File: src/verilog/ads_scan_pkg.sv
package ads_scan_pkg;

	localparam int BYTE_W         = 8;
	localparam int DEV_ADDR_W     = 7;
	localparam int SAMPLE_W       = 32;
	localparam int ADC_W          = 24;  // raw ADS122C04 code
	localparam int SAMPLE_CREDITS = 2;   // credits held after reset
	localparam int QTICK_BASE     = 4;   // quarter bit = 2^(rate + QTICK_BASE) clocks

	// ADC command bytes
	localparam logic [BYTE_W-1:0] WREG_CONFIG_0  = 8'h40;
	localparam logic [BYTE_W-1:0] CMD_START_CONV = 8'h08;
	localparam logic [BYTE_W-1:0] CMD_RDATA      = 8'h10;

	// config-0 mux codes, AINx against AVSS, indexed by ain_t
	localparam logic [BYTE_W-1:0] MUX_CODE [4] = '{8'h81, 8'h91, 8'hA1, 8'hB1};

	typedef enum logic [2:0] {
		CMD_START, CMD_WRITE, CMD_READ_ACK, CMD_READ_NACK, CMD_STOP
	} i2c_cmd_t;

	typedef enum logic {MODE_HOST_WRITE, MODE_SCAN} scan_mode_t;

	typedef enum logic [1:0] {
		RATE_3125K = 2'd0,
		RATE_1562K = 2'd1,
		RATE_781K  = 2'd2,
		RATE_390K  = 2'd3
	} rate_t;

	typedef enum logic [1:0] {CFG_CTRL, CFG_DEV_ADDR, CFG_REG, CFG_DATA} cfg_sel_t;

	typedef enum logic [1:0] {AIN0, AIN1, AIN2, AIN3} ain_t;

endpackage

File: src/verilog/scl_clock_gen.sv
`timescale 1ns/100ps

module scl_clock_gen import ads_scan_pkg::*; (
	input  logic  i2c_clk,
	input  logic  i_rst_n,
	input  rate_t i_rate,
	output logic  o_qtick
);

	localparam int CNT_W = QTICK_BASE + 3; // slowest rate divides by 2^7

	logic [CNT_W-1:0] cnt;
	logic [CNT_W-1:0] cnt_last;
	rate_t            rate_q; // rate in use until the next wrap

	assign cnt_last = {CNT_W{1'b1}} >> (2'd3 - rate_q);

	always_ff @(posedge i2c_clk or negedge i_rst_n) begin
		if (!i_rst_n) begin
			cnt     <= '0;
			rate_q  <= RATE_390K;
			o_qtick <= 1'b0;
		end else if (cnt == cnt_last) begin
			cnt     <= '0;
			rate_q  <= i_rate; // pick up a new rate only here
			o_qtick <= 1'b1;
		end else begin
			cnt     <= cnt + 1'b1;
			o_qtick <= 1'b0;
		end
	end

endmodule

File: src/verilog/i2c_byte_engine.sv
`timescale 1ns/100ps

module i2c_byte_engine import ads_scan_pkg::*; (
	input  logic              i2c_clk,
	input  logic              i_rst_n,
	input  logic              i_qtick,
	input  logic              i_cmd_valid,
	input  i2c_cmd_t          i_cmd_op,
	input  logic [BYTE_W-1:0] i_cmd_wbyte,
	input  logic              i_sda,
	output logic              o_cmd_ready,
	output logic              o_cmd_done,
	output logic [BYTE_W-1:0] o_rd_byte,
	output logic              o_ack_err,
	output logic              o_scl_low,
	output logic              o_sda_low
);

	// one state per quarter of a bit slot
	typedef enum logic [2:0] {ENG_IDLE, ENG_Q0, ENG_Q1, ENG_Q2, ENG_Q3} eng_state_t;

	eng_state_t        state;
	i2c_cmd_t          op;
	logic [3:0]        slot;     // bit slot within the command, 8 is the ack slot
	logic [1:0]        sda_sync;
	logic              sda_in;
	logic              data_bit;
	logic              last_slot;
	logic [BYTE_W-1:0] shreg;    // out and in share one shifter

	assign sda_in      = sda_sync[1];
	assign data_bit    = !slot[3] && (op != CMD_START) && (op != CMD_STOP);
	assign last_slot   = (op == CMD_START) || (op == CMD_STOP) || (slot == 4'd8);
	assign o_cmd_ready = (state == ENG_IDLE);
	assign o_rd_byte   = shreg;

	always_ff @(posedge i2c_clk or negedge i_rst_n) begin
		if (!i_rst_n) begin
			sda_sync <= 2'b11;
		end else begin
			sda_sync <= {sda_sync[0], i_sda};
		end
	end

	always_ff @(posedge i2c_clk or negedge i_rst_n) begin
		if (!i_rst_n) begin
			state      <= ENG_IDLE;
			op         <= CMD_STOP;
			slot       <= '0;
			o_scl_low  <= 1'b0;
			o_sda_low  <= 1'b0;
			o_cmd_done <= 1'b0;
			o_ack_err  <= 1'b0;
		end else begin
			o_cmd_done <= 1'b0;
			case (state)
				ENG_IDLE: begin
					if (i_cmd_valid) begin
						op        <= i_cmd_op;
						slot      <= '0;
						o_ack_err <= 1'b0;
						state     <= ENG_Q0;
					end
				end
				ENG_Q0: if (i_qtick) begin // SCL low here, SDA may move
					if (op == CMD_STOP)
						o_sda_low <= 1'b1;
					else if (op == CMD_WRITE && data_bit)
						o_sda_low <= ~shreg[BYTE_W-1];
					else
						o_sda_low <= (op == CMD_READ_ACK) && !data_bit; // master ack
					state <= ENG_Q1;
				end
				ENG_Q1: if (i_qtick) begin
					o_scl_low <= 1'b0; // SCL rises
					state     <= ENG_Q2;
				end
				ENG_Q2: if (i_qtick) begin // middle of SCL high
					if (op == CMD_START)
						o_sda_low <= 1'b1;
					else if (op == CMD_STOP)
						o_sda_low <= 1'b0;
					else if (!data_bit)
						o_ack_err <= (op == CMD_WRITE) && sda_in; // slave left SDA high
					state <= ENG_Q3;
				end
				ENG_Q3: if (i_qtick) begin
					o_scl_low <= (op != CMD_STOP); // bus stays released after stop
					if (last_slot) begin
						o_cmd_done <= 1'b1;
						state      <= ENG_IDLE;
					end else begin
						slot  <= slot + 1'b1;
						state <= ENG_Q0;
					end
				end
				default: state <= ENG_IDLE;
			endcase
		end
	end

	// MSB first, sampled bit enters at the bottom
	always_ff @(posedge i2c_clk) begin
		if (state == ENG_IDLE && i_cmd_valid)
			shreg <= i_cmd_wbyte;
		else if (state == ENG_Q2 && i_qtick && data_bit)
			shreg <= {shreg[BYTE_W-2:0], sda_in};
	end

endmodule

File: src/verilog/ads_ctrl_regs.sv
`timescale 1ns/100ps

module ads_ctrl_regs import ads_scan_pkg::*; (
	input  logic                  i2c_clk,
	input  logic                  i_rst_n,
	input  logic                  i_cfg_wr,
	input  cfg_sel_t              i_cfg_sel,
	input  logic [BYTE_W-1:0]     i_cfg_wdata,
	input  logic                  i_go_clear,
	output logic                  o_enable,
	output scan_mode_t            o_mode,
	output rate_t                 o_rate,
	output logic [DEV_ADDR_W-1:0] o_dev_addr,
	output logic [BYTE_W-1:0]     o_reg_byte,
	output logic [BYTE_W-1:0]     o_data_byte
);

	logic  ctrl_wr;
	rate_t rate_dec;

	// ctrl byte layout [0] enable, [1] mode, [4:2] rate select
	assign ctrl_wr = i_cfg_wr && (i_cfg_sel == CFG_CTRL);

	always_comb begin
		case (i_cfg_wdata[4:2])
			3'd0:    rate_dec = RATE_3125K;
			3'd1:    rate_dec = RATE_1562K;
			3'd2:    rate_dec = RATE_781K;
			default: rate_dec = RATE_390K; // slowest for anything else
		endcase
	end

	always_ff @(posedge i2c_clk or negedge i_rst_n) begin
		if (!i_rst_n) begin
			o_enable <= 1'b0;
			o_mode   <= MODE_HOST_WRITE;
			o_rate   <= RATE_390K;
		end else if (ctrl_wr) begin
			o_enable <= i_cfg_wdata[0];
			o_mode   <= scan_mode_t'(i_cfg_wdata[1]);
			o_rate   <= rate_dec;
		end else if (i_go_clear) begin
			o_enable <= 1'b0; // host write taken, go bit drops
		end
	end

	always_ff @(posedge i2c_clk) begin
		if (i_cfg_wr && i_cfg_sel == CFG_DEV_ADDR) o_dev_addr  <= i_cfg_wdata[DEV_ADDR_W-1:0];
		if (i_cfg_wr && i_cfg_sel == CFG_REG)      o_reg_byte  <= i_cfg_wdata;
		if (i_cfg_wr && i_cfg_sel == CFG_DATA)     o_data_byte <= i_cfg_wdata;
	end

endmodule

File: src/verilog/adc_scan_sequencer.sv
`timescale 1ns/100ps

module adc_scan_sequencer import ads_scan_pkg::*; (
	input  logic                       i2c_clk,
	input  logic                       i_rst_n,
	input  logic                       i_enable,
	input  scan_mode_t                 i_mode,
	input  logic [DEV_ADDR_W-1:0]      i_dev_addr,
	input  logic [BYTE_W-1:0]          i_reg_byte,
	input  logic [BYTE_W-1:0]          i_data_byte,
	input  logic                       i_drdy_n,
	input  logic                       i_cmd_ready,
	input  logic                       i_cmd_done,
	input  logic [BYTE_W-1:0]          i_rd_byte,
	input  logic                       i_ack_err,
	input  logic                       i_credit_return,
	output logic                       o_go_clear,
	output logic                       o_cmd_valid,
	output i2c_cmd_t                   o_cmd_op,
	output logic [BYTE_W-1:0]          o_cmd_wbyte,
	output logic                       o_sample_valid,
	output ain_t                       o_sample_chan,
	output logic signed [SAMPLE_W-1:0] o_sample_data,
	output logic                       o_done,
	output logic                       o_ack_err
);

	localparam int CRED_W = $clog2(SAMPLE_CREDITS + 1);

	typedef enum logic [2:0] {
		SEQ_IDLE, SEQ_START, SEQ_ADDR, SEQ_BYTE1, SEQ_BYTE2, SEQ_READ, SEQ_STOP, SEQ_WAIT_DRDY
	} seq_state_t;

	// which transaction is on the bus
	typedef enum logic [2:0] {PH_HOST, PH_WREG, PH_CONV, PH_RDATA, PH_READ} phase_t;

	seq_state_t       state;
	phase_t           phase;
	ain_t             chan;
	logic             pend;     // command of this state not yet taken
	logic             err;
	logic [1:0]       rd_cnt;
	logic [1:0]       drdy_sync;
	logic [CRED_W-1:0] credits;
	logic [ADC_W-1:0] adc_q;
	logic             emit;

	assign o_cmd_valid = pend && i_cmd_ready;
	assign emit = (state == SEQ_STOP) && i_cmd_done && !err && (phase == PH_READ);

	always_comb begin
		o_cmd_op    = CMD_WRITE;
		o_cmd_wbyte = {i_dev_addr, phase == PH_READ}; // R/W bit
		case (state)
			SEQ_START: o_cmd_op = CMD_START;
			SEQ_STOP:  o_cmd_op = CMD_STOP;
			SEQ_READ:  o_cmd_op = (rd_cnt == 2'd2) ? CMD_READ_NACK : CMD_READ_ACK;
			SEQ_BYTE1: begin
				case (phase)
					PH_HOST: o_cmd_wbyte = i_reg_byte;
					PH_WREG: o_cmd_wbyte = WREG_CONFIG_0;
					PH_CONV: o_cmd_wbyte = CMD_START_CONV;
					default: o_cmd_wbyte = CMD_RDATA;
				endcase
			end
			SEQ_BYTE2: o_cmd_wbyte = (phase == PH_HOST) ? i_data_byte : MUX_CODE[chan];
			default: ;
		endcase
	end

	always_ff @(posedge i2c_clk or negedge i_rst_n) begin
		if (!i_rst_n) begin
			drdy_sync <= 2'b11;
		end else begin
			drdy_sync <= {drdy_sync[0], i_drdy_n};
		end
	end

	always_ff @(posedge i2c_clk or negedge i_rst_n) begin
		if (!i_rst_n) begin
			state <= SEQ_IDLE;
			phase <= PH_HOST;
			chan <= AIN0;
			pend <= 1'b0;
			err <= 1'b0;
			rd_cnt <= '0;
			o_go_clear <= 1'b0;
			o_done <= 1'b0;
			o_ack_err <= 1'b0;
			o_sample_valid <= 1'b0;
		end else begin
			o_go_clear <= 1'b0;
			o_done <= 1'b0;
			o_ack_err <= 1'b0;
			o_sample_valid <= emit;
			if (o_cmd_valid)
				pend <= 1'b0;
			case (state)
				SEQ_IDLE: begin
					err <= 1'b0;
					if (i_enable && i_mode == MODE_HOST_WRITE) begin
						phase <= PH_HOST;
						o_go_clear <= 1'b1;
						pend <= 1'b1;
						state <= SEQ_START;
					end else if (i_enable && credits != '0) begin // next channel needs a credit
						phase <= PH_WREG;
						pend <= 1'b1;
						state <= SEQ_START;
					end
				end
				SEQ_START: if (i_cmd_done) begin
					pend <= 1'b1;
					state <= SEQ_ADDR;
				end
				SEQ_ADDR: if (i_cmd_done) begin
					pend <= 1'b1;
					rd_cnt <= '0;
					err <= i_ack_err;
					if (i_ack_err)
						state <= SEQ_STOP;
					else
						state <= (phase == PH_READ) ? SEQ_READ : SEQ_BYTE1;
				end
				SEQ_BYTE1: if (i_cmd_done) begin
					pend <= 1'b1;
					err <= i_ack_err;
					if (i_ack_err || phase == PH_CONV || phase == PH_RDATA)
						state <= SEQ_STOP; // single command byte
					else
						state <= SEQ_BYTE2;
				end
				SEQ_BYTE2: if (i_cmd_done) begin
					pend <= 1'b1;
					err <= i_ack_err;
					state <= SEQ_STOP;
				end
				SEQ_READ: if (i_cmd_done) begin
					pend <= 1'b1;
					rd_cnt <= rd_cnt + 1'b1;
					if (rd_cnt == 2'd2)
						state <= SEQ_STOP;
				end
				SEQ_STOP: if (i_cmd_done) begin
					state <= SEQ_IDLE;
					if (err) begin
						o_ack_err <= 1'b1; // scan retries this channel
					end else begin
						case (phase)
							PH_HOST: o_done <= 1'b1;
							PH_WREG: begin
								phase <= PH_CONV;
								pend <= 1'b1;
								state <= SEQ_START;
							end
							PH_CONV: begin
								phase <= PH_RDATA;
								state <= SEQ_WAIT_DRDY;
							end
							PH_RDATA: begin
								phase <= PH_READ;
								pend <= 1'b1;
								state <= SEQ_START;
							end
							default: chan <= ain_t'(chan + 2'd1); // wraps AIN3 to AIN0
						endcase
					end
				end
				SEQ_WAIT_DRDY: if (!drdy_sync[1]) begin
					pend <= 1'b1;
					state <= SEQ_START;
				end
				default: state <= SEQ_IDLE;
			endcase
		end
	end

	always_ff @(posedge i2c_clk or negedge i_rst_n) begin
		if (!i_rst_n)
			credits <= CRED_W'(SAMPLE_CREDITS);
		else if (i_credit_return && !emit && credits != CRED_W'(SAMPLE_CREDITS))
			credits <= credits + 1'b1;
		else if (!i_credit_return && emit)
			credits <= credits - 1'b1;
	end

	always_ff @(posedge i2c_clk) begin
		if (state == SEQ_READ && i_cmd_done)
			adc_q <= {adc_q[ADC_W-BYTE_W-1:0], i_rd_byte}; // msb byte first
		if (emit) begin
			o_sample_chan <= chan;
			o_sample_data <= {{(SAMPLE_W-ADC_W){adc_q[ADC_W-1]}}, adc_q};
		end
	end

endmodule

File: src/verilog/ads_scan_top.sv
`timescale 1ns/100ps

module ads_scan_top import ads_scan_pkg::*; (
	input  logic                       i2c_clk,
	input  logic                       i_rst_n,
	input  logic                       i_cfg_wr,
	input  cfg_sel_t                   i_cfg_sel,
	input  logic [BYTE_W-1:0]          i_cfg_wdata,
	input  logic                       i_drdy_n,
	input  logic                       i_sda,
	input  logic                       i_credit_return,
	output logic                       o_scl_low,
	output logic                       o_sda_low,
	output logic                       o_sample_valid,
	output ain_t                       o_sample_chan,
	output logic signed [SAMPLE_W-1:0] o_sample_data,
	output logic                       o_done,
	output logic                       o_ack_err
);

	logic                  enable, go_clear, qtick;
	scan_mode_t            mode;
	rate_t                 rate;
	logic [DEV_ADDR_W-1:0] dev_addr;
	logic [BYTE_W-1:0]     reg_byte, data_byte;
	logic                  cmd_valid, cmd_ready, cmd_done, eng_ack_err;
	i2c_cmd_t              cmd_op;
	logic [BYTE_W-1:0]     cmd_wbyte, rd_byte;

	ads_ctrl_regs regs0 (
		.i2c_clk(i2c_clk), .i_rst_n(i_rst_n), .i_cfg_wr(i_cfg_wr), .i_cfg_sel(i_cfg_sel),
		.i_cfg_wdata(i_cfg_wdata), .i_go_clear(go_clear), .o_enable(enable), .o_mode(mode),
		.o_rate(rate), .o_dev_addr(dev_addr), .o_reg_byte(reg_byte), .o_data_byte(data_byte)
	);

	scl_clock_gen clkgen0 (.i2c_clk(i2c_clk), .i_rst_n(i_rst_n), .i_rate(rate), .o_qtick(qtick));

	i2c_byte_engine eng0 (
		.i2c_clk(i2c_clk), .i_rst_n(i_rst_n), .i_qtick(qtick), .i_cmd_valid(cmd_valid),
		.i_cmd_op(cmd_op), .i_cmd_wbyte(cmd_wbyte), .i_sda(i_sda), .o_cmd_ready(cmd_ready),
		.o_cmd_done(cmd_done), .o_rd_byte(rd_byte), .o_ack_err(eng_ack_err),
		.o_scl_low(o_scl_low), .o_sda_low(o_sda_low)
	);

	adc_scan_sequencer seq0 (
		.i2c_clk(i2c_clk), .i_rst_n(i_rst_n), .i_enable(enable), .i_mode(mode),
		.i_dev_addr(dev_addr), .i_reg_byte(reg_byte), .i_data_byte(data_byte),
		.i_drdy_n(i_drdy_n), .i_cmd_ready(cmd_ready), .i_cmd_done(cmd_done),
		.i_rd_byte(rd_byte), .i_ack_err(eng_ack_err), .i_credit_return(i_credit_return),
		.o_go_clear(go_clear), .o_cmd_valid(cmd_valid), .o_cmd_op(cmd_op),
		.o_cmd_wbyte(cmd_wbyte), .o_sample_valid(o_sample_valid), .o_sample_chan(o_sample_chan),
		.o_sample_data(o_sample_data), .o_done(o_done), .o_ack_err(o_ack_err)
	);

endmodule

File: config.mk
export PLATFORM = sky130hd
export DESIGN_NAME = ads_scan_top
export DESIGN_NICKNAME = d
export VERILOG_FILES = /design/src/verilog/ads_scan_pkg.sv /design/src/verilog/scl_clock_gen.sv /design/src/verilog/i2c_byte_engine.sv /design/src/verilog/ads_ctrl_regs.sv /design/src/verilog/adc_scan_sequencer.sv /design/src/verilog/ads_scan_top.sv
export SDC_FILE = /design/constraint.sdc
export NUM_CORES = 1
export LEC_CHECK = 0
export BUFFER_PORTS_ARGS = -buffer_cell sky130_fd_sc_hd__buf_2
export CORE_MARGIN = 2
export CORE_UTILIZATION = 35
export CTS_CLUSTER_DIAMETER = 50
export DETAILED_ROUTE_END_ITERATION = 16
export PLACE_DENSITY = 0.58
export SLEW_MARGIN = 20
export SYNTH_ARGS = -nofsm -noshare
export SYNTH_HDL_FRONTEND = slang
export SYNTH_SLANG_ARGS = --single-unit
File: constraint.sdc
create_clock -name i2c_clk -period 3.7 [get_ports i2c_clk]
set_input_delay 0.555 -clock i2c_clk [delete_from_list [all_inputs] [get_ports i2c_clk]]
set_output_delay 0.555 -clock i2c_clk [all_outputs]
set_load 0.05 [all_outputs]
==> results of run 1 <==
worst max-delay path, stage by stage, from the launching register on:
cell and delay [ns]:
dfrtp_1 0.83, nand2b_1 0.28, nor4_4 0.06, buf_4 0.26, or4b_2 0.63, o311ai_0 0.13
power breakdown:
group          internal, W  switching (W)
sequential         0.00164       0.000106
combinational     0.000105       0.000142
clock             0.000890       0.000689
total              0.00264       0.000938
stage by stage:
stage	total power (W)	std cells	hold WS [ns]	setup WS (ns)	util
after floorplan	0.001941	432	0.2594	0.4737	-
after global placement	0.002015	673	0.3472	1.449	0.3893
after detailed placement	0.002026	673	0.3490	1.391	0.3893
after CTS	0.003627	705	0.2080	1.370	0.4262
after global routing	0.003726	705	0.2123	1.222	0.4262
final	0.003575	705	0.2279	1.387	0.4262
layout by cell type (no fill, tap or decap), drive strengths merged, types with 6 or more instances in the layout:
cell type  synthesis  layout
nand2             30      30
and3               7       7
clkbuf            12      17
a21oi             16      16
o211ai             6       6
nor2              37      37
inv               13      23
a221oi             6       6
a31oi              9       9
nor2b              6       6
buf               16      58
dfrtp             40      40
nor3b              6       6
nand2b            10      10
nor3              13      13
o21ai             23      23
nand3             10      10
dfstp             10      10
edfxtp            81      81
sequential cells by signal (all words and copies together) (netlist names), 3 cells and up:
signal,flops
eng0.op,3
seq0.adc_q,24
regs0.o_dev_addr,7
seq0.phase,3
clkgen0.cnt,7
regs0.o_reg_byte,8
seq0.o_sample_data,24
eng0.o_rd_byte,8
eng0.state,3
seq0.state,3
eng0.slot,4
regs0.o_data_byte,8
cell families (layout without fill, tap and decap cells):
| kind of cell | after synthesis | after routing | share of synthesized area |
|---|---|---|---|
| xor gates and xnor gates | 9 | 9 | 0.01423 |
| buffers and inverters | 41 | 103 | 0.03502 |
| DFF | 131 | 131 | 0.6674 |
| AOI/OAI and AO/OA | 94 | 94 | 0.1166 |
| and+or+nand+nor | 143 | 143 | 0.1385 |
| muxes | 10 | 10 | 0.01920 |
| adders and majority gates | 4 | 4 | 0.009038 |
worst min path at each step:
| stage | from | endpoint | slack (ns) |
|---|---|---|---|
| finish | i_rst_n | clkgen0.cnt[6] | 0.23 |
| detailed placement | seq0.drdy_sync[0] | seq0.drdy_sync[1] | 0.35 |
| CTS | i_sda | eng0.sda_sync[0] | 0.21 |
| floorplan | i_rst_n | clkgen0.cnt[0] | 0.26 |
| global placement | seq0.drdy_sync[0] | seq0.drdy_sync[1] | 0.35 |
| global route | i_sda | eng0.sda_sync[0] | 0.21 |
area by class of cell:
type | instances | area (um2)
Tap cell | 211 | 264.0
Multi-Input combinational cell | 260 | 1653
Inverter | 13 | 48.80
Fill cell | 1450 | 8787
Clock inverter | 15 | 140.1
Clock buffer | 17 | 425.4
Sequential cell | 131 | 3696
Timing Repair Buffer | 58 | 300.3
metal layers:
metal  up-vias  part of all wire
met5         -                 0
met1      1735              0.46
met2       104              0.47
met3        14             0.052
li1       1703                 -
met4         0             0.018
==> flow_summary.yaml, run 1 <==
worst_hold_path:
  hold_path_class: "in -> async"
sta:
  fmax_mhz: 432.2
  fin_setup_tns_ns: 0
  max-slew-margin-rel: 0.4122
  period_needed_ns: 2.313
  finalMaxSlewViolations: 0
  period_share: 0.6253
  clock_skew_ns: 0.01026
  rsz0062_at_grt: "no"
  hold_viol: 0
  worst_pin_slew_ns: 0.8818
  setup_viol: 0
floorplanning:
  ios: 55
  die_w_um: 129.8
  die_h_um: 129.8
  rows: 45
  dieArea_mm2: 0.01684
  start_util: 0.3616
  core_mm2: 0.01531
clocking:
  clock-sinks: 131
  clockBufferDepth: 2
  clk_pin_slew_ns: 0.06
  htreeDepth: 4
  cts_tree: "done"
  cts-hold-fix-buffers: 0
  cts_root_buf: "clkbuf_16"
  clk_latency_ns: 0.42
  cts_made_buffers: 17
  post_cts_buffers: 0
  cts_resized: 0
yosys:
  synth_cells: 432
  synth_edf_count: 81
  synth.most_common_cell: "edfxtp_1"
  synthTopCellsByCount: "edfxtp_1 (81), dfrtp_1 (40), nor2_1 (37)"
  seq_area_frac_synth: 0.6674
  synth_area_mm2: 0.005538
  ys_ff_latch: 131
  synthArstFlopShare: 0.3817
  syn-num-nets: 452
  yosysWarnings: 0
  synth.area.top_cells: "edfxtp_1 (44%), dfrtp_1 (18%), dfstp_2 (4.7%), nor2_1 (2.5%), o21ai_0 (2.1%)"
  ys.flop_type: "edfxtp_1"
  yosysTopAreaCellShare: 0.4392
  yosysTopAreaCell: "edfxtp_1"
  synth_cell_type_count: 60
  syn_avg_cell_area_um2: 12.82
worst_setup_path:
  cp-start-kind: "flip-flop"
  cp.arrival_ns: 2.61
  reg2reg_to: "seq0.credits[0]"
  cp-endpoint: "seq0.credits[0]"
  r2r_setup_slack_ns: 1.39
  worstPathRequired_ns: 4.00
  cp-end-kind: "flip-flop"
  r2r_start: "seq0.state[0]"
  crit_fanout: 31
  worstRegToRegCells: 5
  startpoint: "seq0.state[0]"
  path_class: "reg -> reg"
grt:
  use_met1: 0.1746
  grt_overflow: 0
  grt_max_degree: 35
  grt_antenna_before_repair: 0
  grt_pass1_wl_um: 17110
  grt_use_total: 0.1347
  use_met2: 0.2030
  top_usage_layer: "met2"
  grt_util_met3: 0.04674
  grt_pass1_vias: 3399
cells_and_area:
  syn_to_final_growth_pct: 17.87
  nets: 501
  drive_gt1_frac: 0.2429
  antenna_cells: 0
  fin_area_mm2: 0.006528
placement:
  io_buffer_count: 54
  gp_congestion: 0.8406
  dp_hpwl_um: 7050
  placed_cell_area_mm2: 0.005962
route:
  drtPass1Iterations: 5
  wirelength_um: 10430
  drc: 0
  wl_per_cell_um: 14.80
  via_per_inst: 5.044
  num_vias: 3556
  ant_nets: 0
  drt-initial-drc-count: 340
pwr:
  p_leak_nw: 2.489
  power_density_mw_per_mm2: 547.7
  irDropWorstVdd_mv: 0.2964
status:
  outcome: "complete, no violations"
flow_run:
  cap_violations: 0
No activity file was read; power rests on OpenSTA's default activity.
==> run 2: changes to the inputs <==
ABC_AREA = 1   (was not set)
clock period = 2.4 ns   (was 3.7 ns; I/O delays follow)
==> run 2 against run 1 <==
Effect of this change:
- sequential power grew 67%
- largest power group unchanged
- die area down 0.83%
- routed wire length shrank 0.97%
- final area increased by 0.54%
- largest cell class unchanged
- first-iteration DRC count fell by 24%
- clock-buffer cell count rose by 5
- highest routed layer unchanged
==> flow_summary.yaml, run 2 <==
cells_and_area:
  antenna_cells: 0
  fillers: 1438
  final_cell_mix: "nand2_1 (141), edfxtp_1 (81), buf_2 (54)"
  syn_to_final_growth_pct: 19.53
  seq_area_mm2: 0.003696
  multi_input_area_mm2: 0.001501
  drive_gt1_frac: 0.2213
  fin_cells: 794
  nets: 590
  top_regs: "seq0.adc_q (24), seq0.o_sample_data (24)"
  final_common_cell: "nand2_1"
worst_setup_path:
  worstRegToRegCells: 6
  cp.arrival_ns: 2.04
  worstPathRequired_ns: 2.44
  crit_fanout: 8
  cp-endpoint: "eng0.o_rd_byte[3]"
  cp-end-kind: "flip-flop"
  startpoint: "eng0.state[0]"
  reg2reg_to: "eng0.o_rd_byte[3]"
  cp-start-kind: "flip-flop"
  r2r_start: "eng0.state[0]"
  r2r_setup_slack_ns: 0.39
  path_class: "reg -> reg"
clocking:
  clock-sinks: 131
  clk_pin_slew_ns: 0.05
  cts_root_buf: "clkbuf_16"
  post_cts_buffers: 0
  htreeDepth: 4
  clockBufferDepth: 2
  cts_made_buffers: 17
  clk_latency_ns: 0.41
  cts_tree: "done"
yosys:
  seq_area_frac_synth: 0.6732
  synthArstFlopShare: 0.3817
  yosysWarnings: 0
  ys_ff_latch: 131
  synth_cells: 504
  synth.area.top_cells: "edfxtp_1 (44%), dfrtp_1 (18%), nand2_1 (9.6%), dfstp_2 (4.8%), inv_1 (2.9%)"
  ys.flop_type: "edfxtp_1"
  synthTopCellsByCount: "nand2_1 (141), edfxtp_1 (81), inv_1 (42)"
  synth_edf_count: 81
  yosysTopAreaCellShare: 0.4430
  synth_cell_type_count: 39
  yosysTopAreaCell: "edfxtp_1"
  synth_area_mm2: 0.005490
  synth.most_common_cell: "nand2_1"
  syn-num-nets: 524
  syn_avg_cell_area_um2: 10.89
sta:
  period_share: 0.8362
  fin_setup_tns_ns: 0
  finalMaxSlewViolations: 0
  setup_viol: 0
  hold_viol: 0
  max-slew-margin-rel: 0.5365
  fmax_mhz: 498.3
  clock_skew_ns: 0.01088
  worst_pin_slew_ns: 0.6911
  fin_ws_ns: 0.3932
  rsz0062_at_grt: "no"
  period_needed_ns: 2.007
route:
  via_per_inst: 4.568
  wl_per_cell_um: 13.01
  drt-initial-drc-count: 259
  num_vias: 3627
  wirelength_um: 10330
  drc: 0
  ant_nets: 0
  drtPass1Iterations: 4
floorplanning:
  start_util: 0.3598
  die_w_um: 129.2
  die_h_um: 129.2
  ios: 55
  dieArea_mm2: 0.01670
  core_mm2: 0.01526
  rows: 45
grt:
  grt_pass1_wl_um: 17460
  grt_pass1_vias: 3587
  grt_overflow: 0
  grt_max_degree: 51
  grt_antenna_before_repair: 0
  grt_use_total: 0.1351
placement:
  dpl.cell_count: 761
  gp_congestion: 0.8561
  dp_hpwl_um: 7436
  place_ws_ns: 0.1334
  io_buffer_count: 54
worst_hold_path:
  hold_path_class: "in -> reg"
pwr:
  irDropWorstVdd_mv: 0.5272
  p_leak_nw: 2.736
  power_density_mw_per_mm2: 1035
  power_w: 0.006789
flow_run:
  cap_violations: 0
status:
  outcome: "complete, no violations"
run 2: cell count changes in the layout (fill, tap and decap cells not counted), sizes merged, moves of 7 or more:
cell    delta
o21ai      +8
inv       +28
nand2b    -10
and3       -7
nand3     +18
nand2    +119
run 2: worst max-delay path: stages (launching register included):
cell and delay (ns):
dfrtp_1 0.41, inv_1 0.10, nor2_1 0.17, nand2_1 0.15
inv_1 0.12, nand2_1 0.10, o31ai_2 0.58
run 2: worst min path at each step:
stage,depth (start not counted),slack [ns],end,from
2_1_floorplan,0,0.06,clkgen0.cnt[0],i_rst_n
3_3_place_gp,0,0.35,seq0.drdy_sync[1],seq0.drdy_sync[0]
3_5_place_dp,0,0.35,seq0.drdy_sync[1],seq0.drdy_sync[0]
4_1_cts,1,0.03,seq0.drdy_sync[0],i_drdy_n
5_1_grt,1,0.02,seq0.drdy_sync[0],i_drdy_n
6_report,1,0.04,seq0.drdy_sync[0],i_drdy_n
run 2: logic make-up after synthesis:
| group | share of synthesized area |
|---|---|
| flip-flops | 0.6732 |
| buffers and inverters | 0.05469 |
| AND/OR/NAND/NOR | 0.1971 |
| XOR/XNOR | 0.006380 |
| AO/OA/AOI/OAI | 0.05948 |
| adder cells (fa/ha/maj) | 0.009116 |
run 2: power by group:
part | switching (W) | internal (W)
clock network | 0.000880 | 0.00154
logic | 0.000961 | 0.000476
registers | 0.000263 | 0.00266
total | 0.00210 | 0.00468
run 2: stage by stage:
| stage | util | area (um2) | hold WS, ns |
|---|---|---|---|
| after floorplan | - | 5490 | 0.06441 |
| after global placement | 0.3924 | 5987 | 0.3489 |
| after detailed placement | 0.3924 | 5987 | 0.3512 |
| after CTS | 0.4298 | 6558 | 0.02792 |
| after global routing | 0.4301 | 6563 | 0.02184 |
| final | 0.4301 | 6563 | 0.04253 |
run 2: cell type report:
class	count	share of cell area
multi-input cells	306	0.2288
clock inverters	10	0.01621
inverters	53	0.03089
well taps	211	0.04023
clock buffers	22	0.06921
repair buffers	61	0.05148
flip-flops and latches	131	0.5632
run 2: what timing repair did:
action,4_1_cts,5_1_grt
hold buffers,1,0
gates resized for setup,0,0
hold endpoints to repair,40,0
run 2: per-layer routing:
metal,global-route usage,wire (um),share of wire,vias up
met5,0,0,0,-
met4,0.05563,136,0.013,0
met3,0.03881,504,0.049,16
met2,0.2124,4778,0.46,101
met1,0.1765,4912,0.48,1694
li1,-,-,-,1816
